===== config.mk =====
export PLATFORM = sky130hd
export DESIGN_NAME = fp_misc_top
export DESIGN_NICKNAME = d
export VERILOG_FILES = /design/src/rtl/fp_misc_pkg.sv /design/src/rtl/fp_compare.sv /design/src/rtl/fp_misc_core.sv /design/src/rtl/fp_misc_ctrl.sv /design/src/rtl/fp_misc_top.sv /design/src/rtl/fp_special_case_detect.sv
export SDC_FILE = /design/constraint.sdc
export NUM_CORES = 1
export LEC_CHECK = 0
export BUFFER_PORTS_ARGS = -buffer_cell sky130_fd_sc_hd__buf_4
export CAP_MARGIN = 15
export CORE_UTILIZATION = 43
export DETAILED_ROUTE_END_ITERATION = 8
export GPL_ROUTABILITY_DRIVEN = 0
export PLACE_DENSITY = 0.69
export SLEW_MARGIN = 20
export SYNTH_ARGS = -nofsm -noshare
export SYNTH_HDL_FRONTEND = slang
export SYNTH_HIERARCHICAL = 1
export SYNTH_SLANG_ARGS = --single-unit

===== constraint.sdc =====
create_clock -name clk -period 33.3 [get_ports clk]
set_clock_uncertainty 0.05 [all_clocks]
set_input_delay 1.665 -clock clk [delete_from_list [all_inputs] [get_ports clk]]
set_output_delay 1.665 -clock clk [all_outputs]
set_load 0.01 [all_outputs]

===== src/rtl/fp_misc_pkg.sv =====
package fp_misc_pkg;

  // ~~~~~~~~~~~~~~~~~~~~
  // Format widths
  // ~~~~~~~~~~~~~~~~~~~~
  localparam int DBL_EXP_W  = 11;
  localparam int DBL_FRAC_W = 52;
  localparam int SGL_EXP_W  = 8;
  localparam int SGL_FRAC_W = 23;
  localparam int SGL_BOX_W  = 64 - 1 - SGL_EXP_W - SGL_FRAC_W; // Upper half of the register.
  localparam int CLASS_W    = 10;

  localparam logic [63:0] CANON_NAN_D = 64'h7FF8_0000_0000_0000;
  localparam logic [63:0] CANON_NAN_S = 64'hFFFF_FFFF_7FC0_0000; // Already NaN-boxed.

  // ~~~~~~~~~~~~~~~~~~~~
  // Operand word
  // ~~~~~~~~~~~~~~~~~~~~
  typedef struct packed {
    logic                  sign;
    logic [DBL_EXP_W-1:0]  exp;
    logic [DBL_FRAC_W-1:0] frac;
  } fp_dbl_t;

  typedef struct packed {
    logic [SGL_BOX_W-1:0]  box;
    logic                  sign;
    logic [SGL_EXP_W-1:0]  exp;
    logic [SGL_FRAC_W-1:0] frac;
  } fp_sgl_t;

  typedef union packed {
    fp_dbl_t dbl;
    fp_sgl_t sgl;
  } fp_word_u;

  typedef enum logic {
    FMT_SGL = 1'b0,
    FMT_DBL = 1'b1
  } fp_fmt_e;

  typedef enum logic [3:0] {
    CLASS = 4'd0,
    EQ    = 4'd1,
    LT    = 4'd2,
    LE    = 4'd3,
    MIN   = 4'd4,
    MAX   = 4'd5,
    SGNJ  = 4'd6,
    SGNJN = 4'd7,
    SGNJX = 4'd8
  } fp_op_e;

  typedef struct packed {
    logic sign;
    logic is_inf;
    logic is_snan;
    logic is_qnan;
    logic is_zero;
    logic is_subnormal;
  } fp_class_t;

  typedef struct packed {
    fp_op_e   op;
    fp_fmt_e  fmt;
    fp_word_u a;
    fp_word_u b;
  } fp_req_t;

  typedef struct packed {
    fp_word_u data;
    logic     nv;
  } fp_rsp_t;

endpackage


===== src/rtl/fp_compare.sv =====
`timescale 1ns/1ps

module fp_compare import fp_misc_pkg::*; (
  input  fp_op_e                 op,
  input  fp_class_t              a_cls,
  input  fp_class_t              b_cls,
  input  logic [DBL_EXP_W-1:0]   a_exp,
  input  logic [DBL_FRAC_W-1:0]  a_frac,
  input  logic [DBL_EXP_W-1:0]   b_exp,
  input  logic [DBL_FRAC_W-1:0]  b_frac,
  output logic                   cmp_true,
  output logic                   pick_b,
  output logic                   both_nan,
  output logic                   nv
);

  logic [DBL_EXP_W+DBL_FRAC_W-1:0] a_mag;
  logic [DBL_EXP_W+DBL_FRAC_W-1:0] b_mag;
  logic mag_lt;
  logic mag_eq;
  logic same_word;
  logic a_lt_b;
  logic a_gt_b;
  logic both_zero;
  logic num_eq;
  logic num_lt;
  logic a_nan;
  logic b_nan;
  logic any_nan;
  logic any_snan;

  // ~~~~~~~~~~~~~~~~~~~~
  // Ordering
  // ~~~~~~~~~~~~~~~~~~~~
  assign a_mag  = {a_exp, a_frac};
  assign b_mag  = {b_exp, b_frac};
  assign mag_lt = a_mag < b_mag;
  assign mag_eq = a_mag == b_mag;

  assign same_word = (a_cls.sign == b_cls.sign) & mag_eq;
  assign a_lt_b    = (a_cls.sign != b_cls.sign) ? a_cls.sign :
                     (a_cls.sign ? (~mag_lt & ~mag_eq) : mag_lt); // Minus zero below plus zero.
  assign a_gt_b    = ~a_lt_b & ~same_word;

  assign both_zero = a_cls.is_zero & b_cls.is_zero;
  assign num_eq    = same_word | both_zero;
  assign num_lt    = a_lt_b & ~both_zero;

  assign a_nan    = a_cls.is_snan | a_cls.is_qnan;
  assign b_nan    = b_cls.is_snan | b_cls.is_qnan;
  assign any_nan  = a_nan | b_nan;
  assign any_snan = a_cls.is_snan | b_cls.is_snan;
  assign both_nan = a_nan & b_nan;

  // ~~~~~~~~~~~~~~~~~~~~
  // Results per operation
  // ~~~~~~~~~~~~~~~~~~~~
  always_comb begin
    cmp_true = 1'b0;
    pick_b   = 1'b0;
    nv       = 1'b0;
    case (op)
      EQ: begin
        cmp_true = num_eq & ~any_nan;
        nv       = any_snan; // Quiet compare.
      end
      LT, LE: begin
        cmp_true = (num_lt | (op == LE & num_eq)) & ~any_nan;
        nv       = any_nan; // Signaling compare.
      end
      MIN, MAX: begin
        nv = any_snan;
        if (a_nan | b_nan) pick_b = a_nan & ~b_nan; // Take the operand that is a number.
        else pick_b = (op == MIN) ? a_gt_b : a_lt_b;
      end
      default: ;
    endcase
  end

endmodule


===== src/rtl/fp_misc_core.sv =====
`timescale 1ns/1ps

module fp_misc_core import fp_misc_pkg::*; (
  input  fp_req_t req,
  output fp_rsp_t rsp
);

  fp_class_t              a_cls;
  fp_class_t              b_cls;
  logic [DBL_EXP_W-1:0]   a_exp;
  logic [DBL_FRAC_W-1:0]  a_frac;
  logic [DBL_EXP_W-1:0]   b_exp;
  logic [DBL_FRAC_W-1:0]  b_frac;
  logic                   cmp_true;
  logic                   pick_b;
  logic                   both_nan;
  logic                   nv;
  logic [CLASS_W-1:0]     class_mask;
  logic                   a_normal;
  fp_word_u               canon_nan;

  function automatic fp_word_u pack_word(input fp_fmt_e fmt, input logic sign,
                                         input logic [DBL_EXP_W-1:0] e,
                                         input logic [DBL_FRAC_W-1:0] f);
    fp_word_u w;
    if (fmt == FMT_DBL) begin
      w.dbl.sign = sign;
      w.dbl.exp  = e;
      w.dbl.frac = f;
    end else begin
      w.sgl.box  = '1; // Single results are NaN-boxed.
      w.sgl.sign = sign;
      w.sgl.exp  = e[DBL_EXP_W-1 -: SGL_EXP_W];
      w.sgl.frac = f[DBL_FRAC_W-1 -: SGL_FRAC_W];
    end
    return w;
  endfunction

  fp_special_case_detect detect_a (.fmt(req.fmt), .word(req.a), .cls(a_cls),
                                   .exp_w(a_exp), .frac_w(a_frac));
  fp_special_case_detect detect_b (.fmt(req.fmt), .word(req.b), .cls(b_cls),
                                   .exp_w(b_exp), .frac_w(b_frac));

  fp_compare compare0 (
    .op(req.op), .a_cls(a_cls), .b_cls(b_cls),
    .a_exp(a_exp), .a_frac(a_frac), .b_exp(b_exp), .b_frac(b_frac),
    .cmp_true(cmp_true), .pick_b(pick_b), .both_nan(both_nan), .nv(nv)
  );

  // ~~~~~~~~~~~~~~~~~~~~
  // FCLASS mask
  // ~~~~~~~~~~~~~~~~~~~~
  assign a_normal = ~(a_cls.is_inf | a_cls.is_snan | a_cls.is_qnan |
                      a_cls.is_zero | a_cls.is_subnormal);

  assign class_mask = {a_cls.is_qnan, a_cls.is_snan,
                       ~a_cls.sign & a_cls.is_inf, ~a_cls.sign & a_normal,
                       ~a_cls.sign & a_cls.is_subnormal, ~a_cls.sign & a_cls.is_zero,
                       a_cls.sign & a_cls.is_zero, a_cls.sign & a_cls.is_subnormal,
                       a_cls.sign & a_normal, a_cls.sign & a_cls.is_inf};

  assign canon_nan = (req.fmt == FMT_DBL) ? CANON_NAN_D : CANON_NAN_S;

  // ~~~~~~~~~~~~~~~~~~~~
  // Response select
  // ~~~~~~~~~~~~~~~~~~~~
  always_comb begin
    rsp = '0;
    case (req.op)
      CLASS: rsp.data = {{(64-CLASS_W){1'b0}}, class_mask}; // Integer results are not boxed.
      EQ, LT, LE: begin
        rsp.data = {63'b0, cmp_true};
        rsp.nv   = nv;
      end
      MIN, MAX: begin
        rsp.nv = nv;
        if (both_nan) rsp.data = canon_nan;
        else if (pick_b) rsp.data = pack_word(req.fmt, b_cls.sign, b_exp, b_frac);
        else rsp.data = pack_word(req.fmt, a_cls.sign, a_exp, a_frac);
      end
      SGNJ:  rsp.data = pack_word(req.fmt, b_cls.sign, a_exp, a_frac);
      SGNJN: rsp.data = pack_word(req.fmt, ~b_cls.sign, a_exp, a_frac);
      SGNJX: rsp.data = pack_word(req.fmt, a_cls.sign ^ b_cls.sign, a_exp, a_frac);
      default: ;
    endcase
  end

endmodule


===== src/rtl/fp_misc_ctrl.sv =====
`timescale 1ns/1ps

module fp_misc_ctrl import fp_misc_pkg::*; (
  input  logic    clk,
  input  logic    rst_n,
  input  logic    req,
  output logic    ack,
  input  fp_req_t req_data,
  output fp_req_t cur_req,
  input  fp_rsp_t core_rsp,
  output fp_rsp_t rsp
);

  typedef enum logic [1:0] {
    ST_IDLE = 2'd0,
    ST_BUSY = 2'd1,
    ST_DONE = 2'd2
  } state_e;

  state_e state;

  // ~~~~~~~~~~~~~~~~~~~~
  // Handshake FSM
  // ~~~~~~~~~~~~~~~~~~~~
  always_ff @(posedge clk) begin
    if (!rst_n) begin
      state <= ST_IDLE;
      ack   <= 1'b0;
      rsp   <= '0;
    end else begin
      case (state)
        ST_IDLE: if (req) state <= ST_BUSY;
        ST_BUSY: begin
          rsp   <= core_rsp; // Core output settles from cur_req in this cycle.
          ack   <= 1'b1;
          state <= ST_DONE;
        end
        ST_DONE: if (!req) begin
          ack   <= 1'b0;
          state <= ST_IDLE;
        end
        default: state <= ST_IDLE;
      endcase
    end
  end

  always_ff @(posedge clk) begin
    if (state == ST_IDLE && req) cur_req <= req_data; // Held until the next request.
  end

endmodule


===== src/rtl/fp_misc_top.sv =====
`timescale 1ns/1ps

module fp_misc_top import fp_misc_pkg::*; (
  input  logic    clk,
  input  logic    rst_n,
  input  logic    req,
  output logic    ack,
  input  fp_req_t req_data,
  output fp_rsp_t rsp
);

  fp_req_t cur_req;
  fp_rsp_t core_rsp;

  // ~~~~~~~~~~~~~~~~~~~~
  // Controller
  // ~~~~~~~~~~~~~~~~~~~~
  fp_misc_ctrl ctrl0 (
    .clk      (clk),
    .rst_n    (rst_n),
    .req      (req),
    .ack      (ack),
    .req_data (req_data),
    .cur_req  (cur_req),
    .core_rsp (core_rsp),
    .rsp      (rsp)
  );

  // ~~~~~~~~~~~~~~~~~~~~
  // Datapath
  // ~~~~~~~~~~~~~~~~~~~~
  fp_misc_core core0 (
    .req (cur_req), // Captured request, stable while busy.
    .rsp (core_rsp)
  );

endmodule


===== src/rtl/fp_special_case_detect.sv =====
`timescale 1ns/1ps

module fp_special_case_detect import fp_misc_pkg::*; (
  input  fp_fmt_e                fmt,
  input  fp_word_u               word,
  output fp_class_t              cls,
  output logic [DBL_EXP_W-1:0]   exp_w,
  output logic [DBL_FRAC_W-1:0]  frac_w
);

  fp_word_u s_word;
  logic     boxed;
  logic     sign;
  logic     exp_ones;
  logic     exp_zero;
  logic     frac_zero;

  assign boxed  = &word.sgl.box;
  assign s_word = boxed ? word : fp_word_u'(CANON_NAN_S); // Bad box reads as canonical NaN.

  // ~~~~~~~~~~~~~~~~~~~~
  // Field select
  // ~~~~~~~~~~~~~~~~~~~~
  always_comb begin
    if (fmt == FMT_DBL) begin
      sign     = word.dbl.sign;
      exp_w    = word.dbl.exp;
      frac_w   = word.dbl.frac;
      exp_ones = &word.dbl.exp;
      exp_zero = ~|word.dbl.exp;
    end else begin
      sign     = s_word.sgl.sign;
      exp_w    = {s_word.sgl.exp, {(DBL_EXP_W-SGL_EXP_W){1'b0}}}; // Left aligned, order kept.
      frac_w   = {s_word.sgl.frac, {(DBL_FRAC_W-SGL_FRAC_W){1'b0}}};
      exp_ones = &s_word.sgl.exp;
      exp_zero = ~|s_word.sgl.exp;
    end
  end

  assign frac_zero = ~|frac_w;

  // ~~~~~~~~~~~~~~~~~~~~
  // Class bits
  // ~~~~~~~~~~~~~~~~~~~~
  assign cls.sign         = sign;
  assign cls.is_inf       = exp_ones & frac_zero;
  assign cls.is_snan      = exp_ones & ~frac_zero & ~frac_w[DBL_FRAC_W-1];
  assign cls.is_qnan      = exp_ones & frac_w[DBL_FRAC_W-1]; // Top fraction bit marks quiet.
  assign cls.is_zero      = exp_zero & frac_zero;
  assign cls.is_subnormal = exp_zero & ~frac_zero; // Kept as is, never flushed.

endmodule


==> results.json <==
{
  "clkTransAtPathRegs_ns": 0.06,
  "critPathRequiredTime_ns": 33.65,
  "rsz0062_at_grt": "no",
  "syn2layout_area_growth_pct": 19.5,
  "holdCritPathClass": "flop to flop",
  "instances_no_fill": 1753,
  "die_area_mm2": 0.0292,
  "io_pins": 202,
  "diodes": 0,
  "power.internal_uw": 495,
  "routed_wl_um": 37400,
  "sw_frac_of_total_pct": 26.7,
  "grt_pass1_vias": 9829,
  "power.leakage_nw": 5.84,
  "initial_core_util_pct": 43.9,
  "cts_buffers": 22,
  "post-route-util_pct": 52.4,
  "min_period_ns": 7.18,
  "syn_avg_cell_area_um2": 10.2,
  "wl_per_cell_um": 21.3,
  "vias": 10400,
  "root_buffer": "clkbuf_16",
  "antenna_found_initial": 0,
  "h-tree-depth": 1,
  "reg2reg_slack_ns": 26.12,
  "cp_max_fo": 85,
  "r2r_start": "ctrl0/cur_req[128]$_DFFE_PP_",
  "dp.cells": 1713,
  "dp_slack_ns": 26.01,
  "setup_viol": 0,
  "setup.worst_path.start": "ctrl0/cur_req[128]$_DFFE_PP_",
  "use_met2_pct": 35.8,
  "antenna_left": 0,
  "setup_slack_ns": 26.12,
  "dp_hpwl_um": 28900,
  "seq_power_share_pct": 44.3,
  "coreArea_mm2": 0.0279,
  "critical_path_class": "flop to flop",
  "gr-usage-met3_pct": 5.02,
  "syn_area_mm2": 0.0123,
  "die_height_um": 171,
  "max_freq_mhz": 139,
  "top_usage_layer": "met1",
  "tightest_slew_ns": 1.05,
  "post_cts_buffers": 0,
  "tns_ns": 0,
  "arrival_ns": 7.53,
  "rows": 61,
  "switchingPower_uw": 181,
  "status": "finished, final reports clean",
  "clock_latency_ns": 0.52,
  "vias_per_cell": 5.94,
  "final-max-slew-violation-count": 0,
  "period_share_pct": 21.6,
  "port-buffer-count": 201,
  "dieWidth_um": 171,
  "max_slew_margin_pct": 30.0,
  "crit_path_start_kind": "flop",
  "p_clk_share_pct": 39.7,
  "synth_cells": 1203,
  "tritoncts": "built",
  "drt_iter0_drc": 1318,
  "combPwrFrac_pct": 16.0,
  "peakVddDrop_uv": 64.6,
  "critPathCaptureType": "flop",
  "fin_nets": 1558,
  "dr.pass1.iters": 5,
  "ctsResizeCount": 0,
  "grt_pass1_wl_um": 56400,
  "drive_gt1_share_pct": 21.3,
  "grt_util_met1_pct": 38.0,
  "hold_buffers": 0,
  "synth_nets": 1402,
  "r2r-end": "ctrl0/rsp[2]$_SDFFE_PN0N_",
  "drc": 0,
  "power_uw": 676,
  "grt_max_degree": 88,
  "worst_r2r_path_depth": 19,
  "grt_util_all_layers_pct": 25.3,
  "max_cap_viol_count": 0,
  "yosysWarningCount": 6,
  "clkSinkCount": 201,
  "worstHoldStart": "ctrl0/rsp[44]$_SDFFE_PN0N_",
  "hold_violations": 0,
  "overflow": 0,
  "power.density_mw_per_mm2": 46.2,
  "clockBufferDepth": 3,
  "endpoint": "ctrl0/rsp[2]$_SDFFE_PN0N_"
}
-- routing by layer --
metal  vias up  wire (µm)
met5         -          0
met4         0       1170
met3        70       4010
met2       604      15300
met1      4920      16900
li1       4813          -
-- power by group through the flow --
stage               logic, mW  registers, mW  clock network [mW]
floorplan              0.0715          0.300                   0
global placement        0.104          0.303                   0
detailed placement      0.105          0.304                   0
CTS                     0.106          0.298               0.275
global route            0.117          0.300               0.285
finish                  0.108          0.299               0.269
-- layout make-up --
type                            instances  area [µm²]
Timing Repair Buffer                  209        1580
Tap cell                              378         473
Fill cell                            2567       13300
Sequential cell                       201        5360
Multi-Input combinational cell        852        6150
Clock inverter                         16         229
Clock buffer                           24         579
Inverter                               73         274
-- worst min path at each step --
stage / slack, ns / cells past startpoint / endpoint
global route: 0.43 / 2 / ctrl0/rsp[45]$_SDFFE_PN0N_
finish: 0.40 / 2 / ctrl0/rsp[44]$_SDFFE_PN0N_
detailed placement: 0.40 / 2 / ctrl0/rsp[43]$_SDFFE_PN0N_
floorplan: 0.43 / 2 / ctrl0/rsp[10]$_SDFFE_PN0N_
CTS: 0.40 / 2 / ctrl0/rsp[43]$_SDFFE_PN0N_
global placement: 0.40 / 2 / ctrl0/rsp[22]$_SDFFE_PN0N_
-- worst max-delay path: stages (launching register included) --
cell and delay [ns]:
edfxtp_1 0.90, buf_4 0.80, buf_4 0.85, a22o_1 0.32, inv_1 0.06, ha_1 0.29, nand2_1 0.06, nor4_1 0.36
nor3b_2 0.31, nand4_1 0.16, a31oi_1 0.20, a211o_1 0.17, mux2i_1 0.29, xnor2_1 0.15, a21oi_4 0.61, o21bai_1 0.21
a21oi_2 0.78, o221ai_1 0.27, nand2_1 0.12, a21boi_1 0.06
-- stage by stage --
step / cell area [µm²] / hold WS [ns]
global placement: 13800 / 0.395
detailed placement: 13800 / 0.396
global route: 14600 / 0.425
finish: 14600 / 0.401
floorplan: 12300 / 0.429
CTS: 14600 / 0.405
-- flip-flops by register name, summed over array words and instances, names as in the netlist --
name,count
ctrl0/ack,1
ctrl0/cur_req,133
ctrl0/rsp,65
ctrl0/state,2
-- cells in the final DEF, fill, tap and decap left out, types with 43 or more instances in the layout --
cell type / instances
a21boi_1: 49
a22o_1: 46
and2_1: 64
buf_4: 208
dfxtp_1: 68
edfxtp_1: 133
ha_1: 63
inv_1: 73
mux2i_1: 62
nand2_1: 169
nor2_1: 43
(Power assumes the default switching activity.)
